<file path="src/design/dsp_core_pkg.sv">
package dsp_core_pkg;

    // Memory and counter sizes
    localparam int PM_AW  = 8;  // Program memory, 256 words
    localparam int DM_AW  = 8;  // Data RAM, 256 words
    localparam int PC_W   = 12;
    localparam int APB_AW = 12;

    // Host address map, byte addresses with a 4-byte stride
    localparam logic [APB_AW-1:0] ADDR_PM_BASE  = 12'h000;
    localparam logic [APB_AW-1:0] ADDR_CTRL     = 12'h400;
    localparam logic [APB_AW-1:0] ADDR_STATUS   = 12'h404;
    localparam logic [APB_AW-1:0] ADDR_REG_BASE = 12'h410;
    localparam logic [APB_AW-1:0] ADDR_DM_BASE  = 12'h800;

    // T field, instruction bits 15:11
    typedef enum logic [4:0] {
        OP_GOTO      = 5'b00000,
        OP_CALL      = 5'b10000,
        OP_RET       = 5'b11000,
        OP_SHORT_IMM = 5'b00010,
        OP_LONG_IMM  = 5'b01010,
        OP_LOAD_Y    = 5'b01111,
        OP_STORE_Y   = 5'b01100
    } opcode_e;

    // YAAU registers in register field order
    typedef enum logic [2:0] {
        R0, R1, R2, R3,
        RJ, RK, RB, RE
    } yreg_e;

    // Pointer post-modify, bits 1:0 of a RAM access
    typedef enum logic [1:0] {
        PM_NONE,   // *rN
        PM_INC,    // *rN++
        PM_DEC,    // *rN--
        PM_INC_J   // *rN++j
    } post_mod_e;

    // Decoded control word
    typedef struct packed {
        logic            jump;
        logic            call;
        logic            ret;
        logic [PC_W-1:0] target;
        logic            short_load;
        logic            long_load;
        logic            ram_load;
        logic            ram_we;
        yreg_e           dest;
        logic [1:0]      ptr;
        post_mod_e       post;
        logic [15:0]     imm;
    } ctrl_t;

    typedef struct packed {
        logic              psel;
        logic              penable;
        logic              pwrite;
        logic [APB_AW-1:0] paddr;
        logic [15:0]       pwdata;
    } apb_req_t;

    typedef struct packed {
        logic [15:0] prdata;
        logic        pready;
        logic        pslverr;
    } apb_rsp_t;

endpackage

</file>
<file path="src/design/dsp_host_apb.sv">
`timescale 1ns/10ps

module dsp_host_apb import dsp_core_pkg::*; (
    input  logic             clk,
    input  logic             rst,
    input  apb_req_t         apb_req,
    output apb_rsp_t         apb_rsp,
    output logic             pm_we,
    output logic [PM_AW-1:0] pm_addr,
    output logic [15:0]      pm_wdata,
    output logic             run,
    output logic             restart,
    output yreg_e            rd_sel,
    output logic [DM_AW-1:0] dm_raddr,
    input  logic [15:0]      reg_rdata,
    input  logic [15:0]      dm_rdata,
    input  logic [PC_W-1:0]  pc,
    input  logic             fault,
    input  logic             running
);

    logic              access;
    logic              wr;
    logic              aligned;
    logic              pm_hit, ctrl_hit, status_hit, reg_hit, dm_hit;
    logic [APB_AW-1:0] reg_off;

    assign access  = apb_req.psel && apb_req.penable;
    assign wr      = access && apb_req.pwrite;
    assign aligned = apb_req.paddr[1:0] == 2'b00;
    assign reg_off = apb_req.paddr - ADDR_REG_BASE;

    // Address decode, each window is 256 words wide
    assign pm_hit     = aligned && apb_req.paddr[11:10] == ADDR_PM_BASE[11:10];
    assign dm_hit     = aligned && apb_req.paddr[11:10] == ADDR_DM_BASE[11:10];
    assign reg_hit    = aligned && reg_off < 12'd32;
    assign ctrl_hit   = apb_req.paddr == ADDR_CTRL;
    assign status_hit = apb_req.paddr == ADDR_STATUS;

    assign pm_we    = wr && pm_hit && !running; // Blocked while executing
    assign pm_addr  = apb_req.paddr[PM_AW+1:2];
    assign pm_wdata = apb_req.pwdata;
    assign restart  = wr && ctrl_hit && apb_req.pwdata[0];
    assign rd_sel   = yreg_e'(reg_off[4:2]);
    assign dm_raddr = apb_req.paddr[DM_AW+1:2];

    always_ff @(posedge clk or posedge rst) begin
        if (rst) begin
            run <= 1'b0;
        end else if (wr && ctrl_hit) begin
            run <= apb_req.pwdata[0];
        end
    end

    always_comb begin
        apb_rsp         = '0;
        apb_rsp.pready  = 1'b1; // Zero wait states
        if (ctrl_hit)        apb_rsp.prdata = {15'd0, run};
        else if (status_hit) apb_rsp.prdata = {pc, 2'b00, fault, running};
        else if (reg_hit)    apb_rsp.prdata = reg_rdata;
        else if (dm_hit)     apb_rsp.prdata = dm_rdata;
        if (access) begin
            if (apb_req.pwrite)
                apb_rsp.pslverr = !(ctrl_hit || (pm_hit && !running));
            else
                apb_rsp.pslverr = !(ctrl_hit || status_hit || reg_hit || dm_hit);
        end
    end

    a_apb_setup_first: assert property (
        @(posedge clk) disable iff (rst)
        apb_req.penable |-> $past(apb_req.psel)
    ) else $error("apb: penable without a setup phase");

endmodule

</file>
<file path="config.mk">
export PLATFORM = sky130hd
export DESIGN_NAME = dsp_host_apb
export DESIGN_NICKNAME = d
export VERILOG_FILES = /design/src/design/dsp_core_pkg.sv /design/src/design/dsp_host_apb.sv
export SDC_FILE = /design/constraint.sdc
export NUM_CORES = 1
export LEC_CHECK = 0
export ABC_CLOCK_PERIOD_IN_PS = 1600
export BUFFER_PORTS_ARGS = -buffer_cell sky130_fd_sc_hd__buf_2
export CAP_MARGIN = 25
export CORE_AREA = 4 4 60 62
export CTS_CLUSTER_DIAMETER = 150
export DETAILED_ROUTE_END_ITERATION = 6
export DIE_AREA = 0 0 64 66
export GPL_TIMING_DRIVEN = 0
export PLACE_DENSITY = 0.86
export REMOVE_ABC_BUFFERS = 1
export SETUP_SLACK_MARGIN = 0.2
export SYNTH_ARGS = -nofsm -noshare
export SYNTH_HDL_FRONTEND = slang
export SYNTH_SLANG_ARGS = --single-unit
</file>
<file path="constraint.sdc">
create_clock -name clk -period 1.6 [get_ports clk]
set_clock_uncertainty 0.15 [all_clocks]
set_input_delay 0.08 -clock clk [delete_from_list [all_inputs] [get_ports clk]]
set_output_delay 0.08 -clock clk [all_outputs]
set_load 0.02 [all_outputs]
</file>
==> impl_table.tex, run 1 <==
\begin{tabular}{lr}
\hline
Metric & Value \\
\hline
\multicolumn{2}{l}{\textbf{Timing}} \\
\quad Number of slew-limit violations in the final report & 0 \\
\quad RSZ-0062 raised after global routing & yes \\
\quad Share of the clock period used by the worst path & 1.06 \\
\quad Final number of setup-violating endpoints & 13 \\
\quad Minimum clock period after layout & 1.70 ns \\
\quad Final number of hold-violating endpoints & 0 \\
\quad Final worst-path setup slack & -0.104 ns \\
\quad Peak Freq & 0.587 GHz \\
\multicolumn{2}{l}{\textbf{Worst setup path}} \\
\quad Worst stage delay on the critical path & 0.39 ns \\
\quad Worst path cell trace & buf\_12, buf\_4, or3\_4, nand4\_4, a21boi\_4, buf\_12, a221o\_1, buf\_6 \\
\quad Beginning of the worst register-to-register path & run \\
\quad Slack of the worst reg-to-reg path & 0.60 ns \\
\quad Cell family with the largest share of critical-path delay & buffers and inverters \\
\quad Critical Setup Path Class & input port to output pin \\
\quad Arr. time, crit path & 1.47 ns \\
\quad Kind of end point of the critical path & output pin \\
\quad Most common cell type on the critical path & sky130\_fd\_sc\_hd\_\_buf\_12 \\
\quad Highest fanout seen on the critical path & 11 \\
\quad Critical path's slowest cell & sky130\_fd\_sc\_hd\_\_or3\_4 \\
\quad Startpoint type of the worst setup path & input port \\
\quad Buffers \& Inverters on Critical Path & 4 \\
\quad Critical Path Source & apb\_req[20] \\
\quad CP required & 1.37 ns \\
\multicolumn{2}{l}{\textbf{Power}} \\
\quad Leakage Power & 0.795 nW \\
\quad P per Cell Area & 212 nW/um\^{}2 \\
\quad Maximum ir drop on the vdd rail & 0.127 mV \\
\quad Pwr Total & 0.000324 W \\
\multicolumn{2}{l}{\textbf{Cells and area}} \\
\quad Syn-to-layout area delta & 77.4\% \\
\quad Number of nets at the end of the flow & 271 \\
\quad Diode insertion count for antenna repair & 0 \\
\quad Most frequent cells in the layout & 84 x sky130\_fd\_sc\_hd\_\_buf\_2, 17 x sky130\_fd\_sc\_hd\_\_buf\_6, 11 x sky130\_fd\_sc\_hd\_\_a221o\_1, 9 x sky130\_fd\_sc\_hd\_\_and3\_1, 9 x sky130\_fd\_sc\_hd\_\_buf\_4 \\
\quad Largest register by flop count & run \\
\quad Flip-flop count of the largest register after layout & 1 \\
\quad Largest registers & run (1) \\
\quad Commonest non-fill, non-tap cell in the layout & sky130\_fd\_sc\_hd\_\_buf\_2 \\
\quad Fraction of final layout cells sized beyond drive strength 1 & 0.741 \\
\multicolumn{2}{l}{\textbf{Global routing}} \\
\quad Wire length of the first global-routing pass & 5710 um \\
\quad Number of antenna violations at the first check in global routing & 1 \\
\quad Via count of the first global-routing pass & 1152 \\
\quad Grt total ovfl & 0 \\
\quad Tot GR Track Use & 0.167 \\
\quad Pin count of the biggest net entering global routing & 20 \\
\multicolumn{2}{l}{\textbf{Die}} \\
\quad Boundary Pins & 135 \\
\quad Area of the die & 4220 um\^{}2 \\
\quad Initial core utilization & 0.285 \\
\quad Die Y & 66 um \\
\quad Overall die width & 64 um \\
\quad Std-Cell Core Area & 3030 um\^{}2 \\
\quad Site row count & 20 \\
\multicolumn{2}{l}{\textbf{Synthesis}} \\
\quad Yosys warnings & 0 \\
\quad Count of cell types in the netlist & 36 \\
\quad Mean instance size in the synthesized netlist & 7.77 um\^{}2 \\
\quad Register area share after synthesis & 0.0290 \\
\quad Most area-hungry cell type in the Yosys netlist & sky130\_fd\_sc\_hd\_\_buf\_4 \\
\quad Synth Instances & 111 \\
\quad Number of storage elements in the synthesis netlist & 1 \\
\quad Top area cells in the synthesized netlist & sky130\_fd\_sc\_hd\_\_buf\_4 31\%, sky130\_fd\_sc\_hd\_\_a221o\_1 13\%, sky130\_fd\_sc\_hd\_\_and3\_1 9.4\% \\
\quad Area share of the largest cell type after synthesis & 0.313 \\
\quad Synth async-reset ratio & 1.00 \\
\quad Post-synthesis instance area & 862 um\^{}2 \\
\quad Dominant synthesized flop cell & sky130\_fd\_sc\_hd\_\_dfrtp\_1 \\
\quad Count of flip-flops with a built-in enable after synthesis & 0 \\
\multicolumn{2}{l}{\textbf{Place}} \\
\quad Dpl hpwl & 2770 um \\
\quad Worst setup timing slack at the placement stage & -0.478 ns \\
\quad Buffers on Ports & 103 \\
\quad Final weighted congestion of routability-driven global placement & 0.778 \\
\multicolumn{2}{l}{\textbf{Outcome}} \\
\quad Violated checks & setup timing \\
\quad Run status & finished with violations \\
\multicolumn{2}{l}{\textbf{Route}} \\
\quad Average detailed-routed wire length per instance & 16.8 um \\
\quad Final routed wirelength across all metal layers & 3900 um \\
\quad Vias post-DR & 1171 \\
\quad Number of nets with antenna violations after routing & 0 \\
\quad First-pass iteration count of the detailed router & 4 \\
\quad Via-to-Cell Ratio & 5.03 \\
\quad DRC violation count after routing & 0 \\
\quad Iter 0 DRT Violations & 45 \\
\multicolumn{2}{l}{\textbf{Job}} \\
\quad Number of max-cap violations & 0 \\
\multicolumn{2}{l}{\textbf{Clocking}} \\
\quad Clock Latency Late Sink & 0 ns \\
\multicolumn{2}{l}{\textbf{Hold path}} \\
\quad Class of the most critical hold timing path & input port to output pin \\
\quad Startpoint of the worst hold path & apb\_req[9] \\
\hline
\end{tabular}
-- metrics by stage --
stage / utilization / hold slack [ns] / TNS [ns] / cell area, um^2 / std cells
5_1_grt: 0.505 / 0.0101 / -2.20 / 1530 / 233
4_1_cts: 0.486 / 0.0101 / -0.0770 / 1470 / 231
3_3_place_gp: 0.376 / -0.236 / -8.21 / 1140 / 218
6_report: 0.505 / 0.0100 / -1.09 / 1530 / 233
3_5_place_dp: 0.376 / -0.235 / -8.08 / 1140 / 218
2_1_floorplan: - / -0.341 / -2.53 / 567 / 71
-- final cells by class --
class / instances / area (um^2)
Fill cell: 294 / 1500
Inverter: 4 / 30.0
Multi-Input combinational cell: 69 / 654
Sequential cell: 1 / 25.0
Tap cell: 44 / 55.1
Timing Repair Buffer: 115 / 764
-- metal layers --
layer,vias to the layer above,track usage,part of all wire
li1,552,-,-
met1,532,0.174,0.34
met2,83,0.293,0.49
met3,2,0.105,0.16
met4,2,0.0189,0.0010
met5,-,0,0.0031
-- final timing paths --
| kind | end | depth (start not counted) |
|---|---|---|
| worst max-delay path | apb_rsp[15] | 8 |
| worst min-delay path | pm_wdata[9] | 0 |
| worst max register to register | run | 2 |
| worst min register to register | run | 2 |
| max in group asynchronous | run | 3 |
| min in group asynchronous | run | 3 |
-- timing repair --
action / 4_1_cts / 5_1_grt
gates resized for setup: 61 / 10
pin swaps: 19 / 4
endpoints found under the hold margin: 1 / 0
hold buffers: 1 / 0
endpoints found under the setup margin: 19 / 19
gates cloned: 3 / 0
buffers inserted: 9 / 2
-- kinds of logic (layout without fill, tap and decap cells) --
| kind of cell | after synthesis | after routing | synth area share |
|---|---|---|---|
| AOI/OAI and AO/OA | 27 | 27 | 0.280 |
| buffers and inverters | 44 | 119 | 0.360 |
| muxes | 1 | 1 | 0.0131 |
| other | 1 | 1 | 0.00435 |
| and+or+nand+nor | 36 | 39 | 0.299 |
| DFF | 1 | 1 | 0.0290 |
| adders and majority gates | 1 | 1 | 0.0145 |
-- synthesized netlist by cell type (all sizes together), types with 2 or more instances --
| cell type | number |
|---|---|
| o31ai | 3 |
| nand2b | 2 |
| inv | 4 |
| a22o | 2 |
| nor2 | 3 |
| nand2 | 5 |
| and3 | 13 |
| a21boi | 2 |
| buf | 39 |
| a32oi | 2 |
| a221o | 11 |
| and4 | 2 |
| or2 | 2 |
| nor4b | 3 |
| o21ai | 2 |
-- worst register-to-register path, delay by kind of cell (launching register included) --
kind             cells  cell delay, ns
AO/OA/AOI/OAI        1            0.15
flip-flops           1            0.36
AND/OR/NAND/NOR      1            0.20
-- report_power, final --
part / switching (W) / total [W] / internal, W / leakage, nW
sequential: 0.0000000197 / 0.0000258 / 0.0000258 / 0.0140
combinational: 0.000155 / 0.000299 / 0.000144 / 0.781
clock: 0 / 0 / 0 / 0
total: 0.000155 / 0.000324 / 0.000170 / 0.795
No activity file was read; power rests on OpenSTA's default activity.
==> run 2: changes to the inputs <==
Settings changed: CORE_AREA 4 4 60 62 to 5 5 61 63, DIE_AREA 0 0 64 66 to 0 0 66 68, GPL_ROUTABILITY_DRIVEN from default to 1.
==> run 2 against run 1 <==
  * The flow still finishes with violations (setup timing)
  * Worst setup slack better by 0.046 ns
  * Critical path depth did not move
  * Sequential cell count stayed put
  * Global-route usage fell by 2.4 points
==> impl_table.tex, run 2 (same netlist as run 1, synthesis figures left out) <==
\begin{tabular}{lr}
\hline
Metric & Value \\
\hline
\multicolumn{2}{l}{\textbf{Route}} \\
\quad Vias post-DR & 1127 (-3.8\%) \\
\quad First-pass iteration count of the detailed router & 3 (-1) \\
\quad Iter 0 DRT Violations & 13 (-71\%) \\
\quad Via-to-Cell Ratio & 4.88 (-2.9\%) \\
\quad Average detailed-routed wire length per instance & 15.8 um (-5.9\%) \\
\quad DRC violation count after routing & 0 (unchanged) \\
\quad Final routed wirelength across all metal layers & 3640 um (-6.7\%) \\
\quad Number of nets with antenna violations after routing & 0 (unchanged) \\
\multicolumn{2}{l}{\textbf{Power}} \\
\quad Power share of the sequential group & 0.085 (+0.005) \\
\quad Total net switching power & 0.000144 W (-6.7\%) \\
\quad Portion of total power attributed to combinational logic & 0.915 (-0.005) \\
\quad P\_int & 0.000161 W (-5.1\%) \\
\quad P per Cell Area & 213 nW/um\^{}2 (+0.63\%) \\
\quad Switching share of power & 0.473 (-0.00441) \\
\quad Portion of total power attributed to the clock network & 0 (unchanged) \\
\quad Maximum ir drop on the vdd rail & 0.140 mV (+10\%) \\
\quad Leakage Power & 0.766 nW (-3.6\%) \\
\multicolumn{2}{l}{\textbf{Cells and area}} \\
\quad Non-filler instance count after layout & 231 (-0.86\%) \\
\quad Flip-flop count of the largest register after layout & 1 (unchanged) \\
\quad Syn-to-layout area delta & 65.9\% \\
\quad FF/Latch Area & 25.0 um\^{}2 (unchanged) \\
\quad Largest register by flop count & run \\
\quad Combined area of the multi-input logic cells & 623 um\^{}2 (-4.8\%) \\
\quad Number of nets at the end of the flow & 267 (-1.5\%) \\
\quad Commonest non-fill, non-tap cell in the layout & sky130\_fd\_sc\_hd\_\_buf\_2 \\
\quad Most frequent cells in the layout & 86 x sky130\_fd\_sc\_hd\_\_buf\_2, 11 x sky130\_fd\_sc\_hd\_\_and3\_1, 11 x sky130\_fd\_sc\_hd\_\_a221o\_1, 11 x sky130\_fd\_sc\_hd\_\_buf\_6, 9 x sky130\_fd\_sc\_hd\_\_buf\_4 \\
\quad Fraction of final layout cells sized beyond drive strength 1 & 0.714 (-0.0272) \\
\quad Largest registers & run (1) \\
\quad Diode insertion count for antenna repair & 0 (unchanged) \\
\quad Fill cell total of the finished layout & 344 (+17\%) \\
\multicolumn{2}{l}{\textbf{Worst setup path}} \\
\quad Kind of end point of the critical path & output pin \\
\quad Worst stage delay on the critical path & 0.33 ns (-0.06 ns) \\
\quad CP required & 1.37 ns (about the same) \\
\quad Total number of cells along the worst setup path & 8 (unchanged) \\
\quad Cell family with the largest share of critical-path delay & simple AND/OR/NAND/NOR gates \\
\quad Critical path's slowest cell & sky130\_fd\_sc\_hd\_\_and4\_4 \\
\quad Buffers \& Inverters on Critical Path & 3 (-1) \\
\quad Worst-case reg-to-reg path depth & 2 (unchanged) \\
\quad Startpoint type of the worst setup path & input port \\
\quad Highest fanout seen on the critical path & 5 (-6) \\
\quad Critical Setup Path Class & input port to output pin \\
\quad Worst path cell trace & buf\_8, inv\_6, ha\_4, nor4b\_4, and4\_4, and3\_4, a221o\_1, buf\_6 \\
\quad Arr. time, crit path & 1.43 ns (-0.04 ns) \\
\multicolumn{2}{l}{\textbf{Die}} \\
\quad Area of the die & 4490 um\^{}2 (+6.3\%) \\
\quad Site row count & 21 (+5.0\%) \\
\quad Std-Cell Core Area & 3180 um\^{}2 (+5.0\%) \\
\quad Initial core utilization & 0.271 (-0.0136) \\
\quad Die Y & 68 um (+3.0\%) \\
\quad Overall die width & 66 um (+3.1\%) \\
\quad Boundary Pins & 135 (unchanged) \\
\multicolumn{2}{l}{\textbf{Timing}} \\
\quad Share of the clock period used by the worst path & 1.04 (-0.0286) \\
\quad Final worst-path setup slack & -0.0581 ns (+0.0458 ns) \\
\quad Final number of hold-violating endpoints & 0 (unchanged) \\
\quad Number of slew-limit violations in the final report & 0 (unchanged) \\
\quad RSZ-0062 raised after global routing & yes \\
\quad Setup total negative slack & -0.397 ns (+0.692 ns) \\
\quad Final number of setup-violating endpoints & 15 (+2) \\
\quad Peak Freq & 0.603 GHz (+2.8\%) \\
\quad Minimum clock period after layout & 1.66 ns (-0.0458 ns) \\
\multicolumn{2}{l}{\textbf{Place}} \\
\quad Dpl hpwl & 2640 um (-4.6\%) \\
\quad Worst setup timing slack at the placement stage & -0.560 ns (-0.0818 ns) \\
\quad Final weighted congestion of routability-driven global placement & 0.678 (-13\%) \\
\quad Buffers on Ports & 103 (unchanged) \\
\quad Post-Place Cells & 220 (+0.92\%) \\
\multicolumn{2}{l}{\textbf{Global routing}} \\
\quad Number of antenna violations at the first check in global routing & 0 (-1) \\
\quad Via count of the first global-routing pass & 1101 (-4.4\%) \\
\quad Grt total ovfl & 0 (unchanged) \\
\quad Tot GR Track Use & 0.144 (-0.0238) \\
\quad Wire length of the first global-routing pass & 5180 um (-9.2\%) \\
\quad Pin count of the biggest net entering global routing & 20 (unchanged) \\
\multicolumn{2}{l}{\textbf{Clocking}} \\
\quad Clock Latency Late Sink & 0 ns (unchanged) \\
\multicolumn{2}{l}{\textbf{Outcome}} \\
\quad Violated checks & setup timing \\
\quad Run status & finished with violations \\
\multicolumn{2}{l}{\textbf{Job}} \\
\quad Number of max-cap violations & 0 (unchanged) \\
\multicolumn{2}{l}{\textbf{Hold path}} \\
\quad Hold Crit Depth & 0 (unchanged) \\
\quad Class of the most critical hold timing path & input port to output pin \\
\hline
\end{tabular}
-- run 2: final cells by class --
type / count / share of cell area
inverters: 4 / 0.0157
repair buffers: 111 / 0.491
well taps: 46 / 0.0402
flip-flops and latches: 1 / 0.0175
multi-input cells: 69 / 0.436
-- run 2: power groups by stage --
stage / Clock (W) / Combinational [W] / Sequential (W)
after floorplan: 0 / 0.0000622 / 0.0000258
after global placement: 0 / 0.000227 / 0.0000258
after detailed placement: 0 / 0.000231 / 0.0000258
after CTS: 0 / 0.000274 / 0.0000258
after global routing: 0 / 0.000301 / 0.0000258
final: 0 / 0.000280 / 0.0000258
-- run 2: path summary, 6_finish.rpt --
kind	slack, ns	startpoint	end
worst max-delay path	-0.06	apb_req[20]	apb_rsp[7]
worst min-delay path	0.01	apb_req[12]	pm_wdata[12]
worst max register to register	0.62	run	run
worst min register to register	0.47	run	run
max in group asynchronous	0.89	rst	run
min in group asynchronous	0.32	rst	run
-- run 2: repair_timing --
action | in CTS | in global routing
cloned | 3 | 0
hold buffers | 1 | 0
gates resized for setup | 47 | 7
setup endpoints to repair | 19 | 19
pin swaps | 12 | 7
buffers inserted | 5 | 2
hold endpoints to repair | 1 | 0
-- run 2: routing by layer --
layer,part of all wire,vias up,routed length [um],track usage
met5,0,-,0,0.0625
li1,-,545,-,-
met3,0.14,0,506,0.0591
met4,0,0,0,0.00254
met2,0.51,77,1850,0.269
met1,0.35,505,1280,0.157
-- run 2: metrics by stage --
stage / area, um^2 / utilization / power [W] / hold slack [ns]
floorplan: 567 / - / 0.0000881 / -0.341
global placement: 1140 / 0.359 / 0.000253 / -0.236
detailed placement: 1140 / 0.359 / 0.000257 / -0.233
CTS: 1390 / 0.438 / 0.000300 / 0.0101
global route: 1430 / 0.450 / 0.000327 / 0.0101
finish: 1430 / 0.450 / 0.000305 / 0.0100
