**src/design/dsp_core_pkg.sv**
```systemverilog
package dsp_core_pkg;

    // Memory and counter sizes
    localparam int PM_AW  = 8;  // Program memory, 256 words
    localparam int DM_AW  = 8;  // Data RAM, 256 words
    localparam int PC_W   = 12;
    localparam int APB_AW = 12;

    // Host address map, byte addresses with a 4-byte stride
    localparam logic [APB_AW-1:0] ADDR_PM_BASE  = 12'h000;
    localparam logic [APB_AW-1:0] ADDR_CTRL     = 12'h400;
    localparam logic [APB_AW-1:0] ADDR_STATUS   = 12'h404;
    localparam logic [APB_AW-1:0] ADDR_REG_BASE = 12'h410;
    localparam logic [APB_AW-1:0] ADDR_DM_BASE  = 12'h800;

    // T field, instruction bits 15:11
    typedef enum logic [4:0] {
        OP_GOTO      = 5'b00000,
        OP_CALL      = 5'b10000,
        OP_RET       = 5'b11000,
        OP_SHORT_IMM = 5'b00010,
        OP_LONG_IMM  = 5'b01010,
        OP_LOAD_Y    = 5'b01111,
        OP_STORE_Y   = 5'b01100
    } opcode_e;

    // YAAU registers in register field order
    typedef enum logic [2:0] {
        R0, R1, R2, R3,
        RJ, RK, RB, RE
    } yreg_e;

    // Pointer post-modify, bits 1:0 of a RAM access
    typedef enum logic [1:0] {
        PM_NONE,   // *rN
        PM_INC,    // *rN++
        PM_DEC,    // *rN--
        PM_INC_J   // *rN++j
    } post_mod_e;

    // Decoded control word
    typedef struct packed {
        logic            jump;
        logic            call;
        logic            ret;
        logic [PC_W-1:0] target;
        logic            short_load;
        logic            long_load;
        logic            ram_load;
        logic            ram_we;
        yreg_e           dest;
        logic [1:0]      ptr;
        post_mod_e       post;
        logic [15:0]     imm;
    } ctrl_t;

    typedef struct packed {
        logic              psel;
        logic              penable;
        logic              pwrite;
        logic [APB_AW-1:0] paddr;
        logic [15:0]       pwdata;
    } apb_req_t;

    typedef struct packed {
        logic [15:0] prdata;
        logic        pready;
        logic        pslverr;
    } apb_rsp_t;

endpackage

```
**src/design/dsp_decode.sv**
```systemverilog
`timescale 1ns/10ps

module dsp_decode import dsp_core_pkg::*; (
    input  logic        clk,
    input  logic        rst,
    input  logic        restart,
    input  logic [15:0] instr,
    input  logic        instr_valid,
    output ctrl_t       ctrl,
    output logic        fault
);

    opcode_e op;
    logic    second_word;  // Next valid word is an operand
    logic    long_pend;    // Operand is a long immediate

    assign op = opcode_e'(instr[15:11]);

    always_ff @(posedge clk or posedge rst) begin
        if (rst) begin
            ctrl        <= '0;
            fault       <= 1'b0;
            second_word <= 1'b0;
            long_pend   <= 1'b0;
        end else begin
            // Strobes last one cycle
            ctrl.jump       <= 1'b0;
            ctrl.call       <= 1'b0;
            ctrl.ret        <= 1'b0;
            ctrl.short_load <= 1'b0;
            ctrl.long_load  <= 1'b0;
            ctrl.ram_load   <= 1'b0;
            ctrl.ram_we     <= 1'b0;

            if (restart) begin
                fault       <= 1'b0;
                second_word <= 1'b0;
                long_pend   <= 1'b0;
            end else if (instr_valid && !fault) begin
                if (second_word) begin
                    second_word <= 1'b0;
                    long_pend   <= 1'b0;
                    if (long_pend) begin
                        ctrl.long_load <= 1'b1;
                        ctrl.imm       <= instr; // Full 16-bit operand
                    end
                end else begin
                    case (op)
                        OP_GOTO: begin
                            ctrl.jump   <= 1'b1;
                            ctrl.target <= instr[11:0];
                            second_word <= 1'b1;
                        end
                        OP_CALL: begin
                            ctrl.call   <= 1'b1;
                            ctrl.target <= instr[11:0];
                            second_word <= 1'b1;
                        end
                        OP_RET: begin
                            ctrl.ret    <= 1'b1;
                            second_word <= 1'b1;
                        end
                        OP_SHORT_IMM: begin
                            // Bits 10:9 pick j, k, rb or re
                            ctrl.short_load <= 1'b1;
                            ctrl.dest       <= yreg_e'({1'b1, instr[10:9]});
                            ctrl.imm        <= {7'd0, instr[8:0]};
                        end
                        OP_LONG_IMM: begin
                            // Only YAAU destinations exist here
                            if (instr[9:7] == 3'b000) begin
                                ctrl.dest   <= yreg_e'(instr[6:4]);
                                long_pend   <= 1'b1;
                                second_word <= 1'b1;
                            end else begin
                                fault <= 1'b1;
                            end
                        end
                        OP_LOAD_Y, OP_STORE_Y: begin
                            ctrl.ram_load <= (op == OP_LOAD_Y);
                            ctrl.ram_we   <= (op == OP_STORE_Y);
                            ctrl.dest     <= yreg_e'(instr[6:4]);
                            ctrl.ptr      <= instr[3:2];
                            ctrl.post     <= post_mod_e'(instr[1:0]);
                            second_word   <= 1'b1;
                        end
                        default: fault <= 1'b1; // Unsupported opcode
                    endcase
                end
            end
        end
    end

    a_no_fault_on_operand: assert property (
        @(posedge clk) disable iff (rst)
        $rose(fault) |-> !$past(second_word)
    ) else $error("decode: fault raised on an operand word");

endmodule

```
**config.mk**
```make
export PLATFORM = sky130hd
export DESIGN_NAME = dsp_decode
export DESIGN_NICKNAME = d
export VERILOG_FILES = /design/src/design/dsp_core_pkg.sv /design/src/design/dsp_decode.sv
export SDC_FILE = /design/constraint.sdc
export NUM_CORES = 1
export LEC_CHECK = 0
export BUFFER_PORTS_ARGS = -buffer_cell sky130_fd_sc_hd__buf_2
export CAP_MARGIN = 15
export CORE_MARGIN = 1.5
export CORE_UTILIZATION = 30
export CTS_CLUSTER_DIAMETER = 50
export DETAILED_ROUTE_END_ITERATION = 8
export PLACE_DENSITY = 0.61
export SLEW_MARGIN = 10
export SYNTH_ARGS = -nofsm -noshare
export SYNTH_HDL_FRONTEND = slang
export SYNTH_SLANG_ARGS = --single-unit
```
**constraint.sdc**
```tcl
create_clock -name clk -period 2.8 [get_ports clk]
set_input_delay 0 -clock clk [delete_from_list [all_inputs] [get_ports clk]]
set_output_delay 0 -clock clk [all_outputs]
set_load 0.005 [all_outputs]
```
==> qor.yml, run 1 <==
placed_design:
  hpwl_um: 3140
  placed_area_um2: 2290
  place.gp.congestion: 0.855
  port_buffers: 62
route:
  dr.first_iter.drc_count: 62
  via_count: 1388
  ant_nets: 0
  wl_um: 4270
  detail_route.vias_per_cell: 4.54
  wl_per_cell_um: 13.9
  drc: 0
  firstDrtPassIters: 4
sta:
  drv_slew: 0
  clock_skew_ps: 5.65
  fin_setup_tns_ps: 0
  period_share_pct: 80.5
  period_needed_ps: 2250
  setup_viol: 0
  rsz0062_at_grt: "no"
  hold_violations: 0
  worst_pin_slew_ps: 921
  max_slew_margin_pct: 38.5
  max_freq_ghz: 0.444
synthesis:
  synth_area_um2: 1920
  synth-adder-area-share_pct: 0
  synth_cells: 150
  synth_top_family_by_area: "multiplexers"
  ys_seq_area_share_pct: 58.5
  synth_mux_area_share_pct: 20.6
  syn-num-nets: 170
  yosysWarningCount: 0
  synth_simple_gate_area_share_pct: 10.6
  synth_xor_area_share_pct: 0.455
  syn-mean-instance-area_um2: 12.8
  ys_ff_latch: 45
  ys_types: 35
  synth_compound_area_share_pct: 4.81
clock_network:
  cts_buffers: 5
  ctsResizeCount: 0
  cts.clk_slew.worst_paths_ps: 80
  clk_latency_ps: 300
  cts-root-buf: "clkbuf_8"
  clock_sinks: 45
  cts_setup_buffers: 0
  ctsHtreeMaxLevel: 2
  clockBufferDepth: 2
  cts_hold_buf: 17
  cts_tree: "yes"
floorplan:
  core_um2: 6060
  die-area_um2: 6900
  rows: 28
  die_y_um: 83.1
  pin_count: 63
  initial_core_util_pct: 31.8
  dieWidth_um: 83.1
global_route:
  antenna_found_initial: 0
  grt_pass1_vias: 1518
  overflow: 0
  grt_usage_pct: 13.4
  grt_start_max_net_pins: 46
  grt_pass1_wl_um: 7460
hold_path:
  min_path_type: "in -> reg"
  worstHoldPathCells: 3
worst_setup_path:
  crit_fanout: 16
  end_kind: "register"
  path_class: "reg -> reg"
  r2r_cells: 3
  cp.required_ps: 2980
  critPathLaunchType: "register"
  cp_data_arrival_time_ps: 2440
power:
  peakVddDrop_v: 0.000251
  power_density_nw_per_um2: 574
  p_leak_nw: 1.34
finish:
  drive_gt1_share_pct: 45.0
  postLayoutCoreUtil_pct: 42.0
  area_growth_pct: 32.3
  fin_nets: 250
  final_common_cell: "buf_2"
  fin_area_um2: 2550
  diodes: 0
  final_cell_mix: "62 x buf_2, 45 x dfrtp_1, 25 x mux2_2"
run:
  cap_violations: 0
outcome:
  status: "finished clean"
[Yosys cell counts]
| library cell | count | share of area, % |
|---|---|---|
| dfrtp_1 | 45 | 59 |
| mux2_2 | 25 | 15 |
| nand2_1 | 13 | 2.5 |
| inv_1 | 10 | 2.0 |
| mux2i_1 | 7 | 3.6 |
| nor2_1 | 5 | 0.98 |
| clkbuf_1 | 4 | 0.78 |
| nor2b_1 | 4 | 1.3 |
| nor3_1 | 4 | 1.0 |
| a21oi_1 | 3 | 0.78 |
| mux2_4 | 3 | 2.3 |
| nand2b_1 | 2 | 0.65 |
| nor3b_1 | 2 | 0.78 |
| nor4_1 | 2 | 0.65 |
| a211o_1 | 1 | 0.46 |
| a211oi_1 | 1 | 0.39 |
| a221o_1 | 1 | 0.52 |
| a22oi_1 | 1 | 0.39 |
| a41o_1 | 1 | 0.52 |
| a41oi_1 | 1 | 0.46 |
| and2_1 | 1 | 0.33 |
| and3_2 | 1 | 0.39 |
| buf_12 | 1 | 1.0 |
| buf_2 | 1 | 0.26 |
| buf_4 | 1 | 0.39 |
| buf_6 | 1 | 0.59 |
| nand3_1 | 1 | 0.26 |
| nor4b_1 | 1 | 0.46 |
| o22ai_1 | 1 | 0.33 |
| o32a_1 | 1 | 0.52 |
| o41ai_1 | 1 | 0.46 |
| or3_2 | 1 | 0.39 |
| or3b_1 | 1 | 0.46 |
| or4_1 | 1 | 0.39 |
| xor2_1 | 1 | 0.46 |
[sequential cells by signal, summed over array words and instances, names as in the netlist]
| name | count |
|---|---|
| ctrl | 42 |
| fault | 1 |
| long_pend | 1 |
| second_word | 1 |
[cell families after synthesis]
kind of cell | count (synthesis)
flops | 45
simple gates | 39
mux | 35
buf+inv | 18
compound gates | 12
xor+xnor | 1
[cell type report]
class	instances	area, um2
Tap cell	75	93.8
Sequential cell	45	1130
Clock inverter	3	17.5
Inverter	10	37.5
Clock buffer	5	68.8
Fill cell	595	3510
Timing Repair Buffer	81	495
Multi-Input combinational cell	87	707
[critical path, cell delays in order, from the launching register on]
cell and delay, ps:
dfrtp_1 520, or4_1 580, a211o_1 620, mux2_4 410
[per-layer routing]
layer / GRT usage [%] / wire [um] / up-vias
met5: 0 / 0 / -
met4: 4.70 / 61 / 0
met3: 4.77 / 294 / 8
met2: 22.0 / 2030 / 48
met1: 16.2 / 1880 / 653
li1: - / - / 679
[where the power goes]
group	internal (W)	total (W)	switching, W
Clock	0.000172	0.000390	0.000218
Sequential	0.000742	0.000789	0.0000470
Combinational	0.000162	0.000283	0.000121
Total	0.00108	0.00146	0.000386
[path summary, 6_finish.rpt]
path	endpoint	from	slack [ps]
worst max-delay path	ctrl[0]$_DFFE_PP0P_	second_word$_DFFE_PP0P_	550
worst min-delay path	ctrl[11]$_DFFE_PP0P_	instr[11]	10
worst max register to register	ctrl[0]$_DFFE_PP0P_	second_word$_DFFE_PP0P_	550
worst min register to register	ctrl[33]$_DFFE_PP0P_	ctrl[33]$_DFFE_PP0P_	500
max in group asynchronous	ctrl[40]$_DFF_PP0_	rst	1770
min in group asynchronous	ctrl[35]$_DFFE_PP0P_	rst	450
[per-stage QoR]
| stage | cells | setup slack, ps | hold WS (ps) | power [W] |
|---|---|---|---|---|
| CTS | 306 | 535 | 0.580 | 0.00149 |
| finish | 306 | 547 | 9.77 | 0.00146 |
| detailed placement | 281 | 564 | 265 | 0.00108 |
| global route | 306 | 386 | 24.2 | 0.00155 |
| global placement | 281 | 607 | 265 | 0.00107 |
| floorplan | 150 | 759 | 66.8 | 0.000932 |
(Power assumes the default switching activity.)
==> run 2, diff against run 1 <==
--- a/config.mk
+++ b/config.mk
@@ -11,7 +11,7 @@
 export CORE_UTILIZATION = 30
 export CTS_CLUSTER_DIAMETER = 50
 export DETAILED_ROUTE_END_ITERATION = 8
-export PLACE_DENSITY = 0.61
+export PLACE_DENSITY = 0.63
 export SLEW_MARGIN = 10
 export SYNTH_ARGS = -nofsm -noshare
 export SYNTH_HDL_FRONTEND = slang
==> constraint.sdc (replaced) <==
create_clock -name clk -period 2 [get_ports clk]
set_input_delay 0 -clock clk [delete_from_list [all_inputs] [get_ports clk]]
set_output_delay 0 -clock clk [all_outputs]
set_load 0.005 [all_outputs]
==> run 2 against run 1 <==
Net effect:
- utilization increased by 1.3 points
- non-clock buffer count increased by 10
- largest power group unchanged
- sequential power increased by 39%
- power increased by 42%
- highest routed layer unchanged
- worst hold slack improved by 81 ps
==> qor.yml, run 2 (synthesis results as in run 1) <==
floorplan:
  core_um2: 6060  # unchanged
  rows: 28  # unchanged
  die-area_um2: 6900  # unchanged
  pin_count: 63  # unchanged
  die_y_um: 83.1  # unchanged
  dieWidth_um: 83.1  # unchanged
  initial_core_util_pct: 31.8  # unchanged
clock_network:
  cts_setup_buffers: 0  # unchanged
  cts_buffers: 5  # unchanged
  clockBufferDepth: 2  # unchanged
  cts-root-buf: "clkbuf_8"
  cts_tree: "yes"
  clock_sinks: 45  # unchanged
  cts.clk_slew.worst_paths_ps: 80  # about the same
  ctsHtreeMaxLevel: 2  # unchanged
  clk_latency_ps: 290  # about the same
worst_setup_path:
  r2r_cells: 6  # +3
  cpMostUsedCell: "buf_4"
  slowest_stage: "dfrtp_1"
  cpPeakStageDelay_ps: 420  # -200 ps
  critPathLaunchType: "register"
  cp.required_ps: 2190  # -790 ps
  end_kind: "register"
  cp_data_arrival_time_ps: 2070  # -370 ps
  crit_start: "second_word$_DFFE_PP0P_"
  path_cells: "nor4b_1 > buf_4 > nand2_1 > nor3_2 > buf_4 > mux2_2"
  crit_fanout: 5  # -11
  path_class: "reg -> reg"
  r2r_start: "second_word$_DFFE_PP0P_"
sta:
  setup_viol: 0  # unchanged
  drv_slew: 0  # unchanged
  rsz0062_at_grt: "no"
  period_needed_ps: 1880  # -374 ps
  period_share_pct: 93.9  # +13 points
  fin_setup_tns_ps: 0  # unchanged
  hold_violations: 0  # unchanged
  max_slew_margin_pct: 65.0  # +27 points
  worst_pin_slew_ps: 525  # -397 ps
  max_freq_ghz: 0.532  # +20%
  clock_skew_ps: 6.75  # +1.11 ps
power:
  power_density_nw_per_um2: 791  # +38%
  peakVddDrop_v: 0.000437  # +74%
  p_leak_nw: 1.39  # +3.6%
  finalPower_w: 0.00208  # +42%
global_route:
  grt_pass1_wl_um: 7870  # +5.6%
  overflow: 0  # unchanged
  grt_usage_pct: 14.3  # +0.96 points
  grt_start_max_net_pins: 17  # -63%
  grt_pass1_vias: 1625  # +7.0%
  antenna_found_initial: 0  # unchanged
finish:
  final_common_cell: "buf_2"
  drive_gt1_share_pct: 47.5  # +2.5 points
  regMostFlops: "ctrl"
  fin_cells: 315  # +2.9%
  diodes: 0  # unchanged
  fin_nets: 260  # +4.0%
  largest_reg_flops: 42  # unchanged
  final_cell_mix: "62 x buf_2, 45 x dfrtp_1, 25 x mux2_2"
  area_growth_pct: 36.4
route:
  detail_route.vias_per_cell: 4.70  # +3.5%
  ant_nets: 0  # unchanged
  firstDrtPassIters: 4  # unchanged
  drc: 0  # unchanged
  wl_per_cell_um: 14.5  # +4.1%
  dr.first_iter.drc_count: 81  # +31%
  wl_um: 4570  # +7.2%
  via_count: 1479  # +6.6%
placed_design:
  place.gp.congestion: 0.880  # +3.0%
  port_buffers: 62  # unchanged
  hpwl_um: 3450  # +9.9%
  dp.cells: 292  # +3.9%
hold_path:
  hold_path_startpoint: "instr[13]"
  worstHoldPathCells: 3  # unchanged
  min_path_type: "in -> reg"
outcome:
  status: "finished clean"
run:
  cap_violations: 0  # unchanged
[run 2: critical path, delay by kind of cell (launching register included)]
family,cells,cell delay (ps)
DFF,1,420
and+or+nand+nor,3,650
muxes,1,330
buffers and inverters,2,380
[run 2: repair_timing]
item                       in CTS  in global routing
hold endpoints to repair       46                  0
setup endpoints to repair       0                  4
hold buffers                   16                  0
gates resized for setup         0                  2
[run 2: cell type report]
class | count | area [um2]
fillers | 582 | 3440
flip-flops and latches | 45 | 1130
multi-input cells | 87 | 709
repair buffers | 91 | 572
well taps | 75 | 93.8
clock buffers | 7 | 86.3
inverters | 10 | 37.5
[run 2: metal layers]
metal  global-route usage, %  vias up  share of wire, %
met4                    4.55        0               1.2
met5                       0        -                 0
li1                        -      698                 -
met3                    3.78        7               4.9
met2                    24.8       46                50
met1                    17.4      728                44
[run 2: worst paths after layout]
check                                        to  slack, ps
min reg2reg                ctrl[30]$_DFFE_PP0P_        500
max reg2reg                ctrl[27]$_DFFE_PP0P_        120
max                        ctrl[27]$_DFFE_PP0P_        120
min                          ctrl[39]$_DFF_PP0_         90
max in group asynchronous    ctrl[25]$_DFF_PP0_       1260
min in group asynchronous  ctrl[35]$_DFFE_PP0P_        210
[run 2: power by group]
part / switching [W] / internal (W)
Clock: 0.000290 / 0.000274
Combinational: 0.000173 / 0.000236
Sequential: 0.0000636 / 0.00104
[run 2: metrics by stage]
step | hold slack (ps) | util (%) | setup WS (ps) | area, um2
after CTS | 81.8 | 43.2 | 81.3 | 2620
after global placement | -14.1 | 39.1 | 143 | 2370
after floorplan | 66.8 | - | 76.6 | 1930
after detailed placement | -16.0 | 39.1 | 112 | 2370
final | 91.1 | 43.3 | 121 | 2630
after global routing | 87.8 | 43.3 | 21.7 | 2630
==> run 3, diff against run 2 <==
--- a/config.mk
+++ b/config.mk
@@ -11,6 +11,7 @@
 export CORE_UTILIZATION = 30
 export CTS_CLUSTER_DIAMETER = 50
 export DETAILED_ROUTE_END_ITERATION = 8
+export MAX_ROUTING_LAYER = met4
 export PLACE_DENSITY = 0.63
 export SLEW_MARGIN = 10
 export SYNTH_ARGS = -nofsm -noshare
==> run 3 against run 2 <==
Net effect:
- worst hold slack hardly changed
- largest power group unchanged
- die area stayed put
- worst setup slack hardly changed
- highest routed layer unchanged
- register-to-register slack hardly changed
- first-iteration DRC count is 3.7% higher
- utilization stayed put
==> qor.yml, run 3 (synthesis results as in run 1) <==
clock_network:
  cts-root-buf: "clkbuf_8"
  clk_latency_ps: 290  # about the same
  clock_sinks: 45  # unchanged
  cts_setup_buffers: 0  # unchanged
  clockBufferDepth: 2  # unchanged
  cts.clk_slew.worst_paths_ps: 80  # about the same
  cts_tree: "yes"
  ctsHtreeMaxLevel: 2  # unchanged
  cts_buffers: 5  # unchanged
finish:
  area_growth_pct: 36.4  # unchanged
  largest_reg_flops: 42  # unchanged
  fill_cells: 582  # unchanged
  fin_area_um2: 2630  # unchanged
  regMostFlops: "ctrl"
  final_cell_mix: "62 x buf_2, 45 x dfrtp_1, 25 x mux2_2"
  drive_gt1_share_pct: 47.5  # unchanged
  final_common_cell: "buf_2"
  diodes: 0  # unchanged
  fin_cells: 315  # unchanged
  fin_nets: 260  # unchanged
sta:
  worst_pin_slew_ps: 525  # -0.0226 ps
  fin_setup_tns_ps: 0  # unchanged
  max_slew_margin_pct: 65.0  # about the same
  max_freq_ghz: 0.532  # about the same
  period_share_pct: 94.0  # about the same
  setup_slack_ps: 121  # -0.477 ps
  period_needed_ps: 1880  # +0.477 ps
  setup_viol: 0  # unchanged
  hold_ws_ps: 91.2  # +0.141 ps
  clock_skew_ps: 6.73  # -0.0216 ps
  hold_violations: 0  # unchanged
  drv_slew: 0  # unchanged
  rsz0062_at_grt: "no"
route:
  firstDrtPassIters: 4  # unchanged
  via_count: 1479  # unchanged
  ant_nets: 0  # unchanged
  dr.first_iter.drc_count: 84  # +3.7%
  drc: 0  # unchanged
  wl_um: 4570  # about the same
  detail_route.vias_per_cell: 4.70  # unchanged
  wl_per_cell_um: 14.5  # about the same
worst_setup_path:
  crit_fanout: 5  # unchanged
  r2r_start: "second_word$_DFFE_PP0P_"
  cp.required_ps: 2190  # about the same
  reg2reg_to: "ctrl[27]$_DFFE_PP0P_"
  path_cells: "nor4b_1 > buf_4 > nand2_1 > nor3_2 > buf_4 > mux2_2"
  ff2ff_setup_slack_ps: 120  # about the same
  end_kind: "register"
  r2r_cells: 6  # unchanged
  critPathLaunchType: "register"
  slowest_stage: "dfrtp_1"
  cpPeakStageDelay_ps: 420  # about the same
  cpMostUsedCell: "buf_4"
  path_class: "reg -> reg"
  cp_data_arrival_time_ps: 2070  # about the same
placed_design:
  placed_area_um2: 2370  # unchanged
  port_buffers: 62  # unchanged
  dp.cells: 292  # unchanged
  place_ws_ps: 112  # unchanged
  hpwl_um: 3450  # unchanged
  place.gp.congestion: 0.895  # +1.7%
power:
  seqPwrFrac_pct: 53.1  # about the same
  p_clk_share_pct: 27.2  # about the same
  p_sw_w: 0.000527  # about the same
  peakVddDrop_v: 0.000437  # about the same
  p_leak_nw: 1.39  # unchanged
  power.internal_w: 0.00155  # about the same
  pwr-share-comb_pct: 19.7  # about the same
  swShare_pct: 25.4  # about the same
  power_density_nw_per_um2: 791  # about the same
hold_path:
  min_path_type: "in -> reg"
  worstHoldPathCells: 3  # unchanged
  holdPathEnd: "ctrl[39]$_DFF_PP0_"
  hold_path_startpoint: "instr[13]"
floorplan:
  initial_core_util_pct: 31.8  # unchanged
  core_um2: 6060  # unchanged
  die-area_um2: 6900  # unchanged
  die_y_um: 83.1  # unchanged
  rows: 28  # unchanged
  pin_count: 63  # unchanged
  dieWidth_um: 83.1  # unchanged
run:
  cap_violations: 0  # unchanged
global_route:
  grt_pass1_wl_um: 7870  # about the same
  grt_pass1_vias: 1625  # unchanged
  grt_start_max_net_pins: 17  # unchanged
  antenna_found_initial: 0  # unchanged
  overflow: 0  # unchanged
  grt_usage_pct: 14.8  # +0.41 points
outcome:
  status: "finished clean"
run 3: cell counts in the layout (fill, tap and decap cells not counted):
No cell type changed its count.
run 3: per-stage QoR:
step / power, W / util [%]
after floorplan: 0.00131 / -
after global placement: 0.00151 / 39.1
after detailed placement: 0.00152 / 39.1
after CTS: 0.00211 / 43.2
after global routing: 0.00221 / 43.3
final: 0.00208 / 43.3
run 3: how the worst max path moves through the flow:
stage | start | end | slack (ps) | cells after the start
after floorplan | fault$_DFFE_PP0P_ | ctrl[28]$_DFFE_PP0P_ | 80 | 5
after global placement | fault$_DFFE_PP0P_ | ctrl[33]$_DFFE_PP0P_ | 140 | 6
after detailed placement | second_word$_DFFE_PP0P_ | ctrl[31]$_DFFE_PP0P_ | 110 | 6
after CTS | second_word$_DFFE_PP0P_ | ctrl[36]$_DFFE_PP0P_ | 80 | 6
after global routing | second_word$_DFFE_PP0P_ | ctrl[36]$_DFFE_PP0P_ | 20 | 6
final | second_word$_DFFE_PP0P_ | ctrl[27]$_DFFE_PP0P_ | 120 | 6
run 3: power groups by stage:
stage | sequential, W | clock, W | combinational (W)
2_1_floorplan | 0.00113 | 0 | 0.000173
3_3_place_gp | 0.00112 | 0 | 0.000387
3_5_place_dp | 0.00112 | 0 | 0.000396
4_1_cts | 0.00110 | 0.000588 | 0.000420
5_1_grt | 0.00112 | 0.000623 | 0.000460
6_report | 0.00110 | 0.000564 | 0.000410
run 3: layout make-up:
class | instances | area [um2] | area share, %
clock buffers | 7 | 86.3 | 3.29
repair buffers | 91 | 572 | 21.8
inverters | 10 | 37.5 | 1.43
well taps | 75 | 93.8 | 3.57
multi-input cells | 87 | 709 | 27.0
flip-flops and latches | 45 | 1130 | 42.9
run 3: critical path: cells and delay by family (launching register included):
kind,cells,cell delay [ps]
buf+inv,2,380
flops,1,420
mux,1,330
simple gates,3,650
run 3: metal layers:
metal  global-route usage [%]  up-vias  wire length (um)
met5                        -        -                 0
met4                     4.55        0                56
met3                     3.38        7               197
met2                     24.8       46              2290
met1                     17.6      728              2030
li1                         -      698                 -
run 3: timing repair:
item                                    in CTS  in global routing
endpoints found under the hold margin       46                  0
endpoints found under the setup margin       0                  4
gates resized for setup                      0                  2
hold buffers                                16                  0
